## config.mk

```make
export PLATFORM = sky130hd
export DESIGN_NAME = param_regs
export DESIGN_NICKNAME = d
export VERILOG_FILES = /design/src/logic/cnn_pkg.sv /design/src/logic/param_regs.sv
export VERILOG_INCLUDE_DIRS = /design/src /design/src/logic
export SDC_FILE = /design/constraint.sdc
export NUM_CORES = 1
export LEC_CHECK = 0
export BUFFER_PORTS_ARGS = -buffer_cell sky130_fd_sc_hd__buf_2
export CAP_MARGIN = 10
export CORE_UTILIZATION = 49
export DETAILED_ROUTE_END_ITERATION = 8
export GPL_TIMING_DRIVEN = 0
export PLACE_DENSITY = 0.8
export SETUP_SLACK_MARGIN = 0.1
export SYNTH_ARGS = -nofsm -noshare
export SYNTH_HDL_FRONTEND = slang
export SYNTH_SLANG_ARGS = --single-unit
```

## constraint.sdc

```tcl
create_clock -name clk -period 1.6 [get_ports clk]
set_clock_uncertainty 0.05 [all_clocks]
set_input_delay 0.32 -clock clk [delete_from_list [all_inputs] [get_ports clk]]
set_output_delay 0.32 -clock clk [all_outputs]
set_load 0.02 [all_outputs]
```

## src/logic/cnn_defines.svh

```systemverilog
`ifndef CNN_DEFINES_SVH
`define CNN_DEFINES_SVH

// Datapath widths
`define BWIDTH  32
`define DWIDTH  16
`define AWIDTH  40
`define LWIDTH  8

// Address bits of image buffer, weight memories and register file
`define MEMSIZE 10
`define NETSIZE 8
`define REGSIZE 4

`define WHICH_DENSE 1'b0
`define WHICH_CONV  1'b1

// Register map
`define REG_WHICH      4'h0
`define REG_REQ        4'h1
`define REG_QBITS      4'h2
`define REG_IN_OFFSET  4'h3
`define REG_OUT_OFFSET 4'h4
`define REG_NET_OFFSET 4'h5
`define REG_SHAPE      4'h6
`define REG_FLAGS      4'h7
`define REG_STATUS     4'h8

`endif

```

## src/logic/cnn_pkg.sv

```systemverilog
`default_nettype none

`include "cnn_defines.svh"

package cnn_pkg;

  typedef logic [`MEMSIZE-1:0]       img_addr_t;
  typedef logic [`NETSIZE-1:0]       net_addr_t;
  typedef logic [`LWIDTH-1:0]        len_t;
  typedef logic signed [`DWIDTH-1:0] data_t;
  typedef logic signed [`AWIDTH-1:0] acc_t;

  typedef enum logic [1:0] {
    CORE_IDLE,
    CORE_RUN,
    CORE_BIAS,
    CORE_WRITE
  } core_state_t;

  typedef struct packed {
    len_t total_out;
    len_t total_in;
  } dense_shape_t;

  typedef struct packed {
    len_t conv_kern;
    len_t img_width;
  } conv_shape_t;

  // One shape word, meaning depends on the core that runs
  typedef union packed {
    dense_shape_t dense;
    conv_shape_t  conv;
  } shape_u;

  typedef struct packed {
    len_t      qbits;
    img_addr_t in_offset;
    img_addr_t out_offset;
    net_addr_t net_offset;
    shape_u    shape;
    logic      bias_en;
    logic      relu_en;
  } layer_cfg_t;

  typedef struct packed {
    logic      we;
    img_addr_t addr;
    data_t     wdata;
  } img_req_t;

  typedef struct packed {
    logic      we;
    logic      sel;
    net_addr_t addr;
    data_t     wdata;
  } net_wr_t;

  // Shift down, optional ReLU, keep the low word
  function automatic data_t quantize(
    input acc_t acc,
    input len_t qbits,
    input logic relu_en
  );
    acc_t shifted;
    shifted = acc >>> qbits;
    if (relu_en && shifted[`AWIDTH-1]) begin
      shifted = '0;
    end
    return shifted[`DWIDTH-1:0];
  endfunction

endpackage

`default_nettype wire

```

## src/logic/param_regs.sv

```systemverilog
`timescale 1ns/100ps
`default_nettype none

`include "cnn_defines.svh"

module param_regs (
  input  logic                clk,
  input  logic                xrst,
  input  logic                reg_we,
  input  logic                reg_re,
  input  logic [`REGSIZE-1:0] reg_addr,
  input  logic [`BWIDTH-1:0]  reg_wdata,
  input  logic                dense_done,
  input  logic                conv_done,
  output logic [`BWIDTH-1:0]  reg_rdata,
  output cnn_pkg::layer_cfg_t cfg,
  output logic                dense_start,
  output logic                conv_start,
  output logic                which_run
);

  logic               which;
  logic               ack;
  logic               req_wr;
  logic [`BWIDTH-1:0] rd_word;

  assign req_wr = reg_we && reg_addr == `REG_REQ && reg_wdata[0];

  // ==============================
  // Layer registers
  always_ff @(posedge clk) begin
    if (!xrst) begin
      which <= `WHICH_DENSE;
      cfg   <= '0;
    end else if (reg_we) begin
      case (reg_addr)
        `REG_WHICH:      which          <= reg_wdata[0];
        `REG_QBITS:      cfg.qbits      <= reg_wdata[`LWIDTH-1:0];
        `REG_IN_OFFSET:  cfg.in_offset  <= reg_wdata[`MEMSIZE-1:0];
        `REG_OUT_OFFSET: cfg.out_offset <= reg_wdata[`MEMSIZE-1:0];
        `REG_NET_OFFSET: cfg.net_offset <= reg_wdata[`NETSIZE-1:0];
        `REG_SHAPE:      cfg.shape      <= reg_wdata[2*`LWIDTH-1:0];
        `REG_FLAGS: begin
          cfg.bias_en <= reg_wdata[0];
          cfg.relu_en <= reg_wdata[1];
        end
        default: ;
      endcase
    end
  end

  // ==============================
  // Start pulse and ack
  always_ff @(posedge clk) begin
    if (!xrst) begin
      dense_start <= 1'b0;
      conv_start  <= 1'b0;
      which_run   <= `WHICH_DENSE;
      ack         <= 1'b0;
    end else begin
      dense_start <= req_wr && which == `WHICH_DENSE;
      conv_start  <= req_wr && which == `WHICH_CONV;
      if (req_wr) begin
        which_run <= which;
        ack       <= 1'b0;
      end else if (dense_done || conv_done) begin
        ack <= 1'b1;
      end
    end
  end

  // REG_REQ reads as zero
  always_comb begin
    rd_word = '0;
    case (reg_addr)
      `REG_WHICH:      rd_word[0] = which;
      `REG_QBITS:      rd_word[`LWIDTH-1:0] = cfg.qbits;
      `REG_IN_OFFSET:  rd_word[`MEMSIZE-1:0] = cfg.in_offset;
      `REG_OUT_OFFSET: rd_word[`MEMSIZE-1:0] = cfg.out_offset;
      `REG_NET_OFFSET: rd_word[`NETSIZE-1:0] = cfg.net_offset;
      `REG_SHAPE:      rd_word[2*`LWIDTH-1:0] = cfg.shape;
      `REG_FLAGS:      rd_word[1:0] = {cfg.relu_en, cfg.bias_en};
      `REG_STATUS:     rd_word[1:0] = {which_run, ack};
      default: ;
    endcase
  end

  always_ff @(posedge clk) begin
    if (!xrst) begin
      reg_rdata <= '0;
    end else if (reg_re) begin
      reg_rdata <= rd_word;
    end
  end

endmodule

`default_nettype wire

```

==> results of run 1 <==
==> state kept, by name, indices dropped and copies added, names as in the netlist <==
name	flops
which_run	1
conv_start	1
ack	1
dense_start	1
reg_rdata	16
cfg	54
which	1
==> synth_stat cells <==
master | count | area (µm²)
sky130_fd_sc_hd__nor4_1 | 1 | 6.26
sky130_fd_sc_hd__nand4b_1 | 1 | 8.76
sky130_fd_sc_hd__nand2_1 | 48 | 180
sky130_fd_sc_hd__nor2_1 | 10 | 37.5
sky130_fd_sc_hd__or3_1 | 1 | 6.26
sky130_fd_sc_hd__o31ai_1 | 1 | 7.51
sky130_fd_sc_hd__a41oi_1 | 1 | 8.76
sky130_fd_sc_hd__or3b_2 | 1 | 8.76
sky130_fd_sc_hd__mux2_2 | 1 | 11.3
sky130_fd_sc_hd__and3_1 | 6 | 37.5
sky130_fd_sc_hd__a211oi_1 | 1 | 7.51
sky130_fd_sc_hd__o21a_1 | 2 | 15.0
sky130_fd_sc_hd__o2111ai_1 | 1 | 8.76
sky130_fd_sc_hd__a32o_1 | 1 | 10.0
sky130_fd_sc_hd__buf_2 | 9 | 45.0
sky130_fd_sc_hd__or3b_1 | 1 | 8.76
sky130_fd_sc_hd__o221a_2 | 5 | 56.3
sky130_fd_sc_hd__clkbuf_1 | 14 | 52.6
sky130_fd_sc_hd__nand3_1 | 21 | 105
sky130_fd_sc_hd__o311a_1 | 1 | 10.0
sky130_fd_sc_hd__nand2b_1 | 1 | 6.26
sky130_fd_sc_hd__buf_4 | 22 | 165
sky130_fd_sc_hd__o22ai_1 | 1 | 6.26
sky130_fd_sc_hd__mux2i_1 | 33 | 330
sky130_fd_sc_hd__and4_1 | 1 | 8.76
sky130_fd_sc_hd__dfxtp_1 | 75 | 1500
sky130_fd_sc_hd__a21oi_1 | 11 | 55.1
sky130_fd_sc_hd__a22oi_1 | 10 | 75.1
sky130_fd_sc_hd__a22o_1 | 1 | 8.76
sky130_fd_sc_hd__o21ai_0 | 5 | 25.0
sky130_fd_sc_hd__and3b_1 | 6 | 52.6
sky130_fd_sc_hd__a21boi_0 | 24 | 180
sky130_fd_sc_hd__inv_1 | 1 | 3.75
sky130_fd_sc_hd__nor2b_1 | 51 | 319
sky130_fd_sc_hd__o211ai_1 | 6 | 45.0
sky130_fd_sc_hd__or4bb_1 | 1 | 11.3
sky130_fd_sc_hd__a21boi_1 | 2 | 15.0
sky130_fd_sc_hd__nor3b_2 | 2 | 25.0
sky130_fd_sc_hd__conb_1 | 1 | 3.75
sky130_fd_sc_hd__nand3b_1 | 1 | 7.51
sky130_fd_sc_hd__nand3_2 | 1 | 10.0
==> how the worst min path moves through the flow <==
stage                             end  depth (start not counted)  slack (ps)
final                             ack                          3         140
after global routing          cfg[13]                          3         160
after CTS                         ack                          3         140
after detailed placement  dense_start                          1         400
after global placement    dense_start                          1         400
after floorplan           dense_start                          1         380
==> per-layer routing <==
layer	global-route usage, %	vias up	wire length (µm)
met5	0	-	0
met4	8.33	0	156
met3	9.33	19	835
met2	42.6	170	4410
met1	35.2	1497	4280
li1	-	1545	-
==> critical path, cell delays in order <==
cell and delay (ps):
sky130_fd_sc_hd__buf_2 130, sky130_fd_sc_hd__buf_2 190, sky130_fd_sc_hd__nor2_1 360, sky130_fd_sc_hd__nand3_1 120, sky130_fd_sc_hd__buf_4 220, sky130_fd_sc_hd__mux2i_1 170, sky130_fd_sc_hd__nor2b_1 60
==> logic make-up after synthesis <==
logic type / synth area share (%)
simple gates: 24.1
flops: 43.1
compound gates: 15.3
buf+inv: 7.64
mux: 9.80
other cells: 0.108
==> power by group <==
group | internal, mW | leakage, nW | switching (mW)
clock network | 1.08 | 0.117 | 0.716
registers | 1.89 | 0.607 | 0.0206
logic | 0.153 | 1.22 | 0.256
==> placed cells by master, fill, tap and decap left out, types with 2 or more instances in the layout <==
cell / count
sky130_fd_sc_hd__buf_2: 105
sky130_fd_sc_hd__dfxtp_1: 75
sky130_fd_sc_hd__nor2b_1: 50
sky130_fd_sc_hd__nand2_1: 48
sky130_fd_sc_hd__mux2i_1: 33
sky130_fd_sc_hd__a21boi_0: 24
sky130_fd_sc_hd__buf_4: 22
sky130_fd_sc_hd__nand3_1: 21
sky130_fd_sc_hd__conb_1: 16
sky130_fd_sc_hd__clkbuf_1: 14
sky130_fd_sc_hd__a21oi_1: 11
sky130_fd_sc_hd__nor2_1: 10
sky130_fd_sc_hd__a22oi_1: 10
sky130_fd_sc_hd__clkbuf_8: 10
sky130_fd_sc_hd__and3_1: 6
sky130_fd_sc_hd__and3b_1: 6
sky130_fd_sc_hd__o211ai_1: 6
sky130_fd_sc_hd__o21ai_0: 5
sky130_fd_sc_hd__o221a_2: 5
sky130_fd_sc_hd__bufinv_16: 3
sky130_fd_sc_hd__a21boi_1: 2
sky130_fd_sc_hd__o21a_1: 2
sky130_fd_sc_hd__nor3b_2: 2
==> cell type report <==
class / count / area [µm²] / area share (%)
plain buffers: 44 / 263 / 5.98
clock buffers: 12 / 145 / 3.30
clock inverters: 4 / 97.6 / 2.22
inverters: 1 / 3.75 / 0.0854
multi-input cells: 277 / 1780 / 40.5
flip-flops and latches: 75 / 1500 / 34.2
well taps: 96 / 120 / 2.73
repair buffers: 97 / 485 / 11.0
==> stage by stage <==
stage | cell area [µm²] | power [mW] | utilization, % | instances | setup WS [ps]
after floorplan | 3540 | 2.21 | - | 398 | 204
after global placement | 4150 | 2.35 | 60.7 | 591 | -122
after detailed placement | 4150 | 2.36 | 60.7 | 591 | -162
after CTS | 4390 | 4.11 | 64.3 | 607 | 171
after global routing | 4390 | 4.24 | 64.3 | 606 | 116
final | 4390 | 4.12 | 64.3 | 606 | 209
==> Implementation_results.wiki, run 1 <==
{| class="wikitable"
! Metric !! Value
|-
| Wire length of the first global-routing pass || 15400 µm
|-
| Overall die area || 7460 µm²
|-
| Post-DR vias/cell || 5.33
|-
| Unrepaired setup endpoints after global routing || no
|-
| Final TNS setup || 0 ps
|-
| Overflow left after global routing || 0
|-
| Number of post-CTS setup repair buffers || 0
|-
| Clk pin slew, worst setup/hold paths || 70 ps
|-
| Maximum root-to-sink buffer count || 2
|-
| Critical register-to-register path endpoint || reg_rdata[0]
|-
| Hold WS || 143 ps
|-
| Yosys warning total || 0
|-
| Run status || complete, no violations
|-
| Mean routed wirelength per cell || 16.0 µm
|-
| R2r setup slk || 230 ps
|-
| Filler instances || 593
|-
| Final period util || 86.9%
|-
| Number of optimization iterations in the first detailed-route pass || 5
|-
| Data arrival time of the critical path || 1590 ps
|-
| Clk sink count || 75
|-
| Initial antenna violation count || 0
|-
| Clock latency of the later-clocked register in the worst-skew pair || 360 ps
|-
| Launching point of the worst reg2reg path || cfg[46]
|-
| Post-synthesis instance total || 383
|-
| Post-route minimum period || 1390 ps
|-
| DP HPWL || 7000 µm
|-
| Number of buffers inserted for hold repair after clock tree synthesis || 0
|-
| Final antenna-violating net count || 0
|-
| CTS H-tree lvls || 3
|-
| Total setup violations reported at the end of the flow || 0
|-
| Antenna cell count || 0
|-
| Nature of the critical path startpoint || input port
|-
| Transition time at the pin with the least slew margin || 546 ps
|-
| Hold crit path type || input port to flip-flop
|-
| Count of routing violations after the opening detailed-route iteration || 257
|-
| Total I/O pin count || 131
|-
| Final net count || 547
|-
| DR vias || 3231
|-
| Gpl congestion || 0.898
|-
| P per Cell Area || 937 nW/µm²
|-
| Number of max-capacitance violations reported || 0
|-
| Layout cell share with drive strength beyond 1 || 30.2%
|-
| Max Clock Freq || 0.719 GHz
|-
| Worst setup EP type || flip-flop
|-
| Hold Crit Start || dense_done
|-
| Core Footprint || 6830 µm²
|-
| Layout Area Growth over Synthesis || 26.0%
|-
| Chip Height || 86.4 µm
|-
| Class of the most critical setup path || input port to flip-flop
|-
| Number of cells on the worst reg-to-reg path || 4
|-
| Overall fraction of global-route tracks in use || 27.1%
|-
| Req. time, crit path || 1800 ps
|-
| Clock tree from TritonCTS || yes
|-
| Final slew viol count || 0
|-
| Count of cell types in the netlist || 41
|-
| Total length of routed wires || 9680 µm
|-
| Flip-flop and latch count after synthesis || 75
|-
| Post-Syn Area || 3490 µm²
|-
| TritonCTS buffer count || 9
|-
| Source of the critical timing path || reg_addr[0]
|-
| Number of port buffers || 97
|-
| Peak VDD IR || 0.658 mV
|-
| Vias in the first global route || 3082
|-
| Critical Path End || cfg[35]
|-
| Die outline width || 86.4 µm
|-
| Number of remaining DRC errors || 0
|-
| Avg Cell Area, Syn || 9.10 µm²
|-
| Cells resized by post-CTS repair || 0
|-
| Row count || 30
|-
| Hold violation count in the final report || 0
|-
| Static power due to leakage || 1.94 nW
|-
| Portion of the post-synthesis area used by sequential elements || 43.1%
|-
| Maximum net fanout on the critical path || 10
|-
| Rel. slew slack || 63.6%
|-
| Pin count of the biggest net entering global routing || 13
|-
| Initial cell density of the core || 51.0%
|-
| Clock root buffer master || sky130_fd_sc_hd__clkbuf_8
|}
Power figures use the tool's default switching activity.
==> inputs of run 2 (changes only) <==
--- a/config.mk
+++ b/config.mk
@@ -11,7 +11,7 @@
 export CORE_UTILIZATION = 49
 export DETAILED_ROUTE_END_ITERATION = 8
 export GPL_TIMING_DRIVEN = 0
-export PLACE_DENSITY = 0.8
+export PLACE_DENSITY = 0.85
 export SETUP_SLACK_MARGIN = 0.1
 export SYNTH_ARGS = -nofsm -noshare
 export SYNTH_HDL_FRONTEND = slang
==> Implementation_results.wiki, run 2 (synthesized netlist as in run 1, its figures left out) <==
{| class="wikitable"
! Metric !! Value
|-
| Launching point of the worst reg2reg path || cfg[46]
|-
| Initial cell density of the core || 51.0% (unchanged)
|-
| Max reg flops || 54 (unchanged)
|-
| Number of port buffers || 97 (unchanged)
|-
| Vias in the first global route || 2919 (-5.3%)
|-
| Total area of sequential cells || 1500 µm² (unchanged)
|-
| Initial antenna violation count || 0 (unchanged)
|-
| Area of placed instances || 4150 µm² (unchanged)
|-
| Worst setup EP type || flip-flop
|-
| Req. time, crit path || 1840 ps (+40 ps)
|-
| Commonest non-fill, non-tap cell in the layout || sky130_fd_sc_hd__buf_2
|-
| Footprint of the multi-input gates || 1780 µm² (unchanged)
|-
| Clk pin slew, worst setup/hold paths || 80 ps (about the same)
|-
| DP HPWL || 7020 µm (+0.27%)
|-
| Clk sink count || 75 (unchanged)
|-
| Wire length of the first global-routing pass || 14900 µm (-3.4%)
|-
| Overall die area || 7460 µm² (unchanged)
|-
| Rel. slew slack || 63.1% (-0.48 points)
|-
| Peak VDD IR || 0.458 mV (-30%)
|-
| Core Footprint || 6830 µm² (unchanged)
|-
| Chip Height || 86.4 µm (unchanged)
|-
| Clock latency of the later-clocked register in the worst-skew pair || 350 ps (about the same)
|-
| Pin count of the biggest net entering global routing || 13 (unchanged)
|-
| Number of optimization iterations in the first detailed-route pass || 4 (-1)
|-
| Number of remaining DRC errors || 0 (unchanged)
|-
| Final antenna-violating net count || 0 (unchanged)
|-
| Nature of the critical path startpoint || input port
|-
| Registers with the highest flip-flop counts || cfg x54, reg_rdata x16
|-
| Layout Cells excl Fill || 607 (+0.17%)
|-
| Clock tree from TritonCTS || yes
|-
| Hold WS || 156 ps (+13.4 ps)
|-
| Unrepaired setup endpoints after global routing || no
|-
| Post-route minimum period || 1400 ps (+5.35 ps)
|-
| Layout Area Growth over Synthesis || 25.2%
|-
| Final slew viol count || 0 (unchanged)
|-
| CTS H-tree lvls || 3 (unchanged)
|-
| Gpl congestion || 0.974 (+8.5%)
|-
| Antenna cell count || 0 (unchanged)
|-
| Static power due to leakage || 1.92 nW (-0.71%)
|-
| Final period util || 87.3% (+0.33 points)
|-
| Transition time at the pin with the least slew margin || 553 ps (+7.14 ps)
|-
| Source of the critical timing path || reg_addr[2]
|-
| DR vias || 3250 (+0.59%)
|-
| Row count || 30 (unchanged)
|-
| Max Clock Freq || 0.716 GHz (-0.38%)
|-
| Post-route cell area || 4370 µm² (-0.63%)
|-
| Maximum net fanout on the critical path || 10 (unchanged)
|-
| Final net count || 548 (+0.18%)
|-
| Register ranked first by flip-flop count || cfg
|-
| Clock root buffer master || sky130_fd_sc_hd__clkbuf_8
|-
| Run status || complete, no violations
|-
| Data arrival time of the critical path || 1640 ps (+50 ps)
|-
| Hold violation count in the final report || 0 (unchanged)
|-
| Post-DR vias/cell || 5.35 (+0.42%)
|-
| Hold Crit Start || reg_wdata[12]
|-
| Layout cell share with drive strength beyond 1 || 30.3% (+0.14 points)
|-
| Filler instances || 574 (-3.2%)
|-
| TritonCTS buffer count || 9 (unchanged)
|-
| Overflow left after global routing || 0 (unchanged)
|-
| Count of routing violations after the opening detailed-route iteration || 319 (+24%)
|-
| Dpl cells || 591 (unchanged)
|-
| Maximum root-to-sink buffer count || 2 (unchanged)
|-
| Total setup violations reported at the end of the flow || 0 (unchanged)
|-
| Total length of routed wires || 9500 µm (-1.8%)
|-
| Hold crit path type || input port to flip-flop
|-
| Number of max-capacitance violations reported || 0 (unchanged)
|-
| P per Cell Area || 884 nW/µm² (-5.7%)
|-
| Total I/O pin count || 131 (unchanged)
|-
| Class of the most critical setup path || input port to flip-flop
|-
| Layout Utilization || 63.9% (-0.40 points)
|-
| Die outline width || 86.4 µm (unchanged)
|-
| Mean routed wirelength per cell || 15.7 µm (-2.0%)
|-
| Most used cells in the layout excluding fill and tap cells || sky130_fd_sc_hd__buf_2, sky130_fd_sc_hd__dfxtp_1, sky130_fd_sc_hd__nor2b_1, sky130_fd_sc_hd__nand2_1, sky130_fd_sc_hd__mux2i_1
|-
| Overall fraction of global-route tracks in use || 26.3% (-0.85 points)
|}
## run 2: path summary, 6_finish.rpt
kind	cells past startpoint	slack, ps	to
max	7	200	reg_rdata[14]
min	3	160	cfg[14]
max reg2reg	4	200	reg_rdata[0]
min reg2reg	2	430	reg_rdata[0]
## run 2: cell type report
class | instances | share of cell area, %
multi-input combinational | 277 | 40.7
clock inverter | 3 | 1.03
timing repair buffer | 97 | 11.1
inverter | 1 | 0.0860
sequential | 75 | 34.4
clock buffer | 13 | 3.87
buffer | 45 | 6.05
tap | 96 | 2.75
## run 2: power by group
| part | switching [mW] | leakage [nW] | internal (mW) |
|---|---|---|---|
| Combinational | 0.255 | 1.22 | 0.152 |
| Clock | 0.687 | 0.102 | 0.849 |
| Sequential | 0.0215 | 0.607 | 1.89 |
| Total | 0.964 | 1.92 | 2.89 |
## run 2: worst max-delay path, cell delays in order
cell                       delay, ps
sky130_fd_sc_hd__buf_2           130
sky130_fd_sc_hd__buf_2           220
sky130_fd_sc_hd__nor2b_1         270
sky130_fd_sc_hd__and3_1          220
sky130_fd_sc_hd__clkbuf_1        250
sky130_fd_sc_hd__a21oi_1         110
sky130_fd_sc_hd__nor2b_1         120
## run 2: routing by layer
layer | up-vias | track usage, % | wire length, µm
met5 | - | 0 | 0
li1 | 1542 | - | -
met3 | 20 | 7.43 | 724
met1 | 1541 | 34.1 | 4080
met4 | 0 | 10.0 | 161
met2 | 147 | 41.6 | 4530
## run 2: through the flow
| step | TNS (ps) | setup slack (ps) | total power [mW] |
|---|---|---|---|
| after global placement | -3360 | -123 | 2.35 |
| after floorplan | 0 | 204 | 2.21 |
| after detailed placement | -5420 | -201 | 2.36 |
| after CTS | 0 | 190 | 3.87 |
| after global routing | 0 | 111 | 3.99 |
| final | 0 | 204 | 3.86 |
## run 2: repair_timing
item,4_1_cts,5_1_grt
resized for setup,0,3
endpoints found under the setup margin,0,10
setup buffers,0,0
hold buffers,0,0
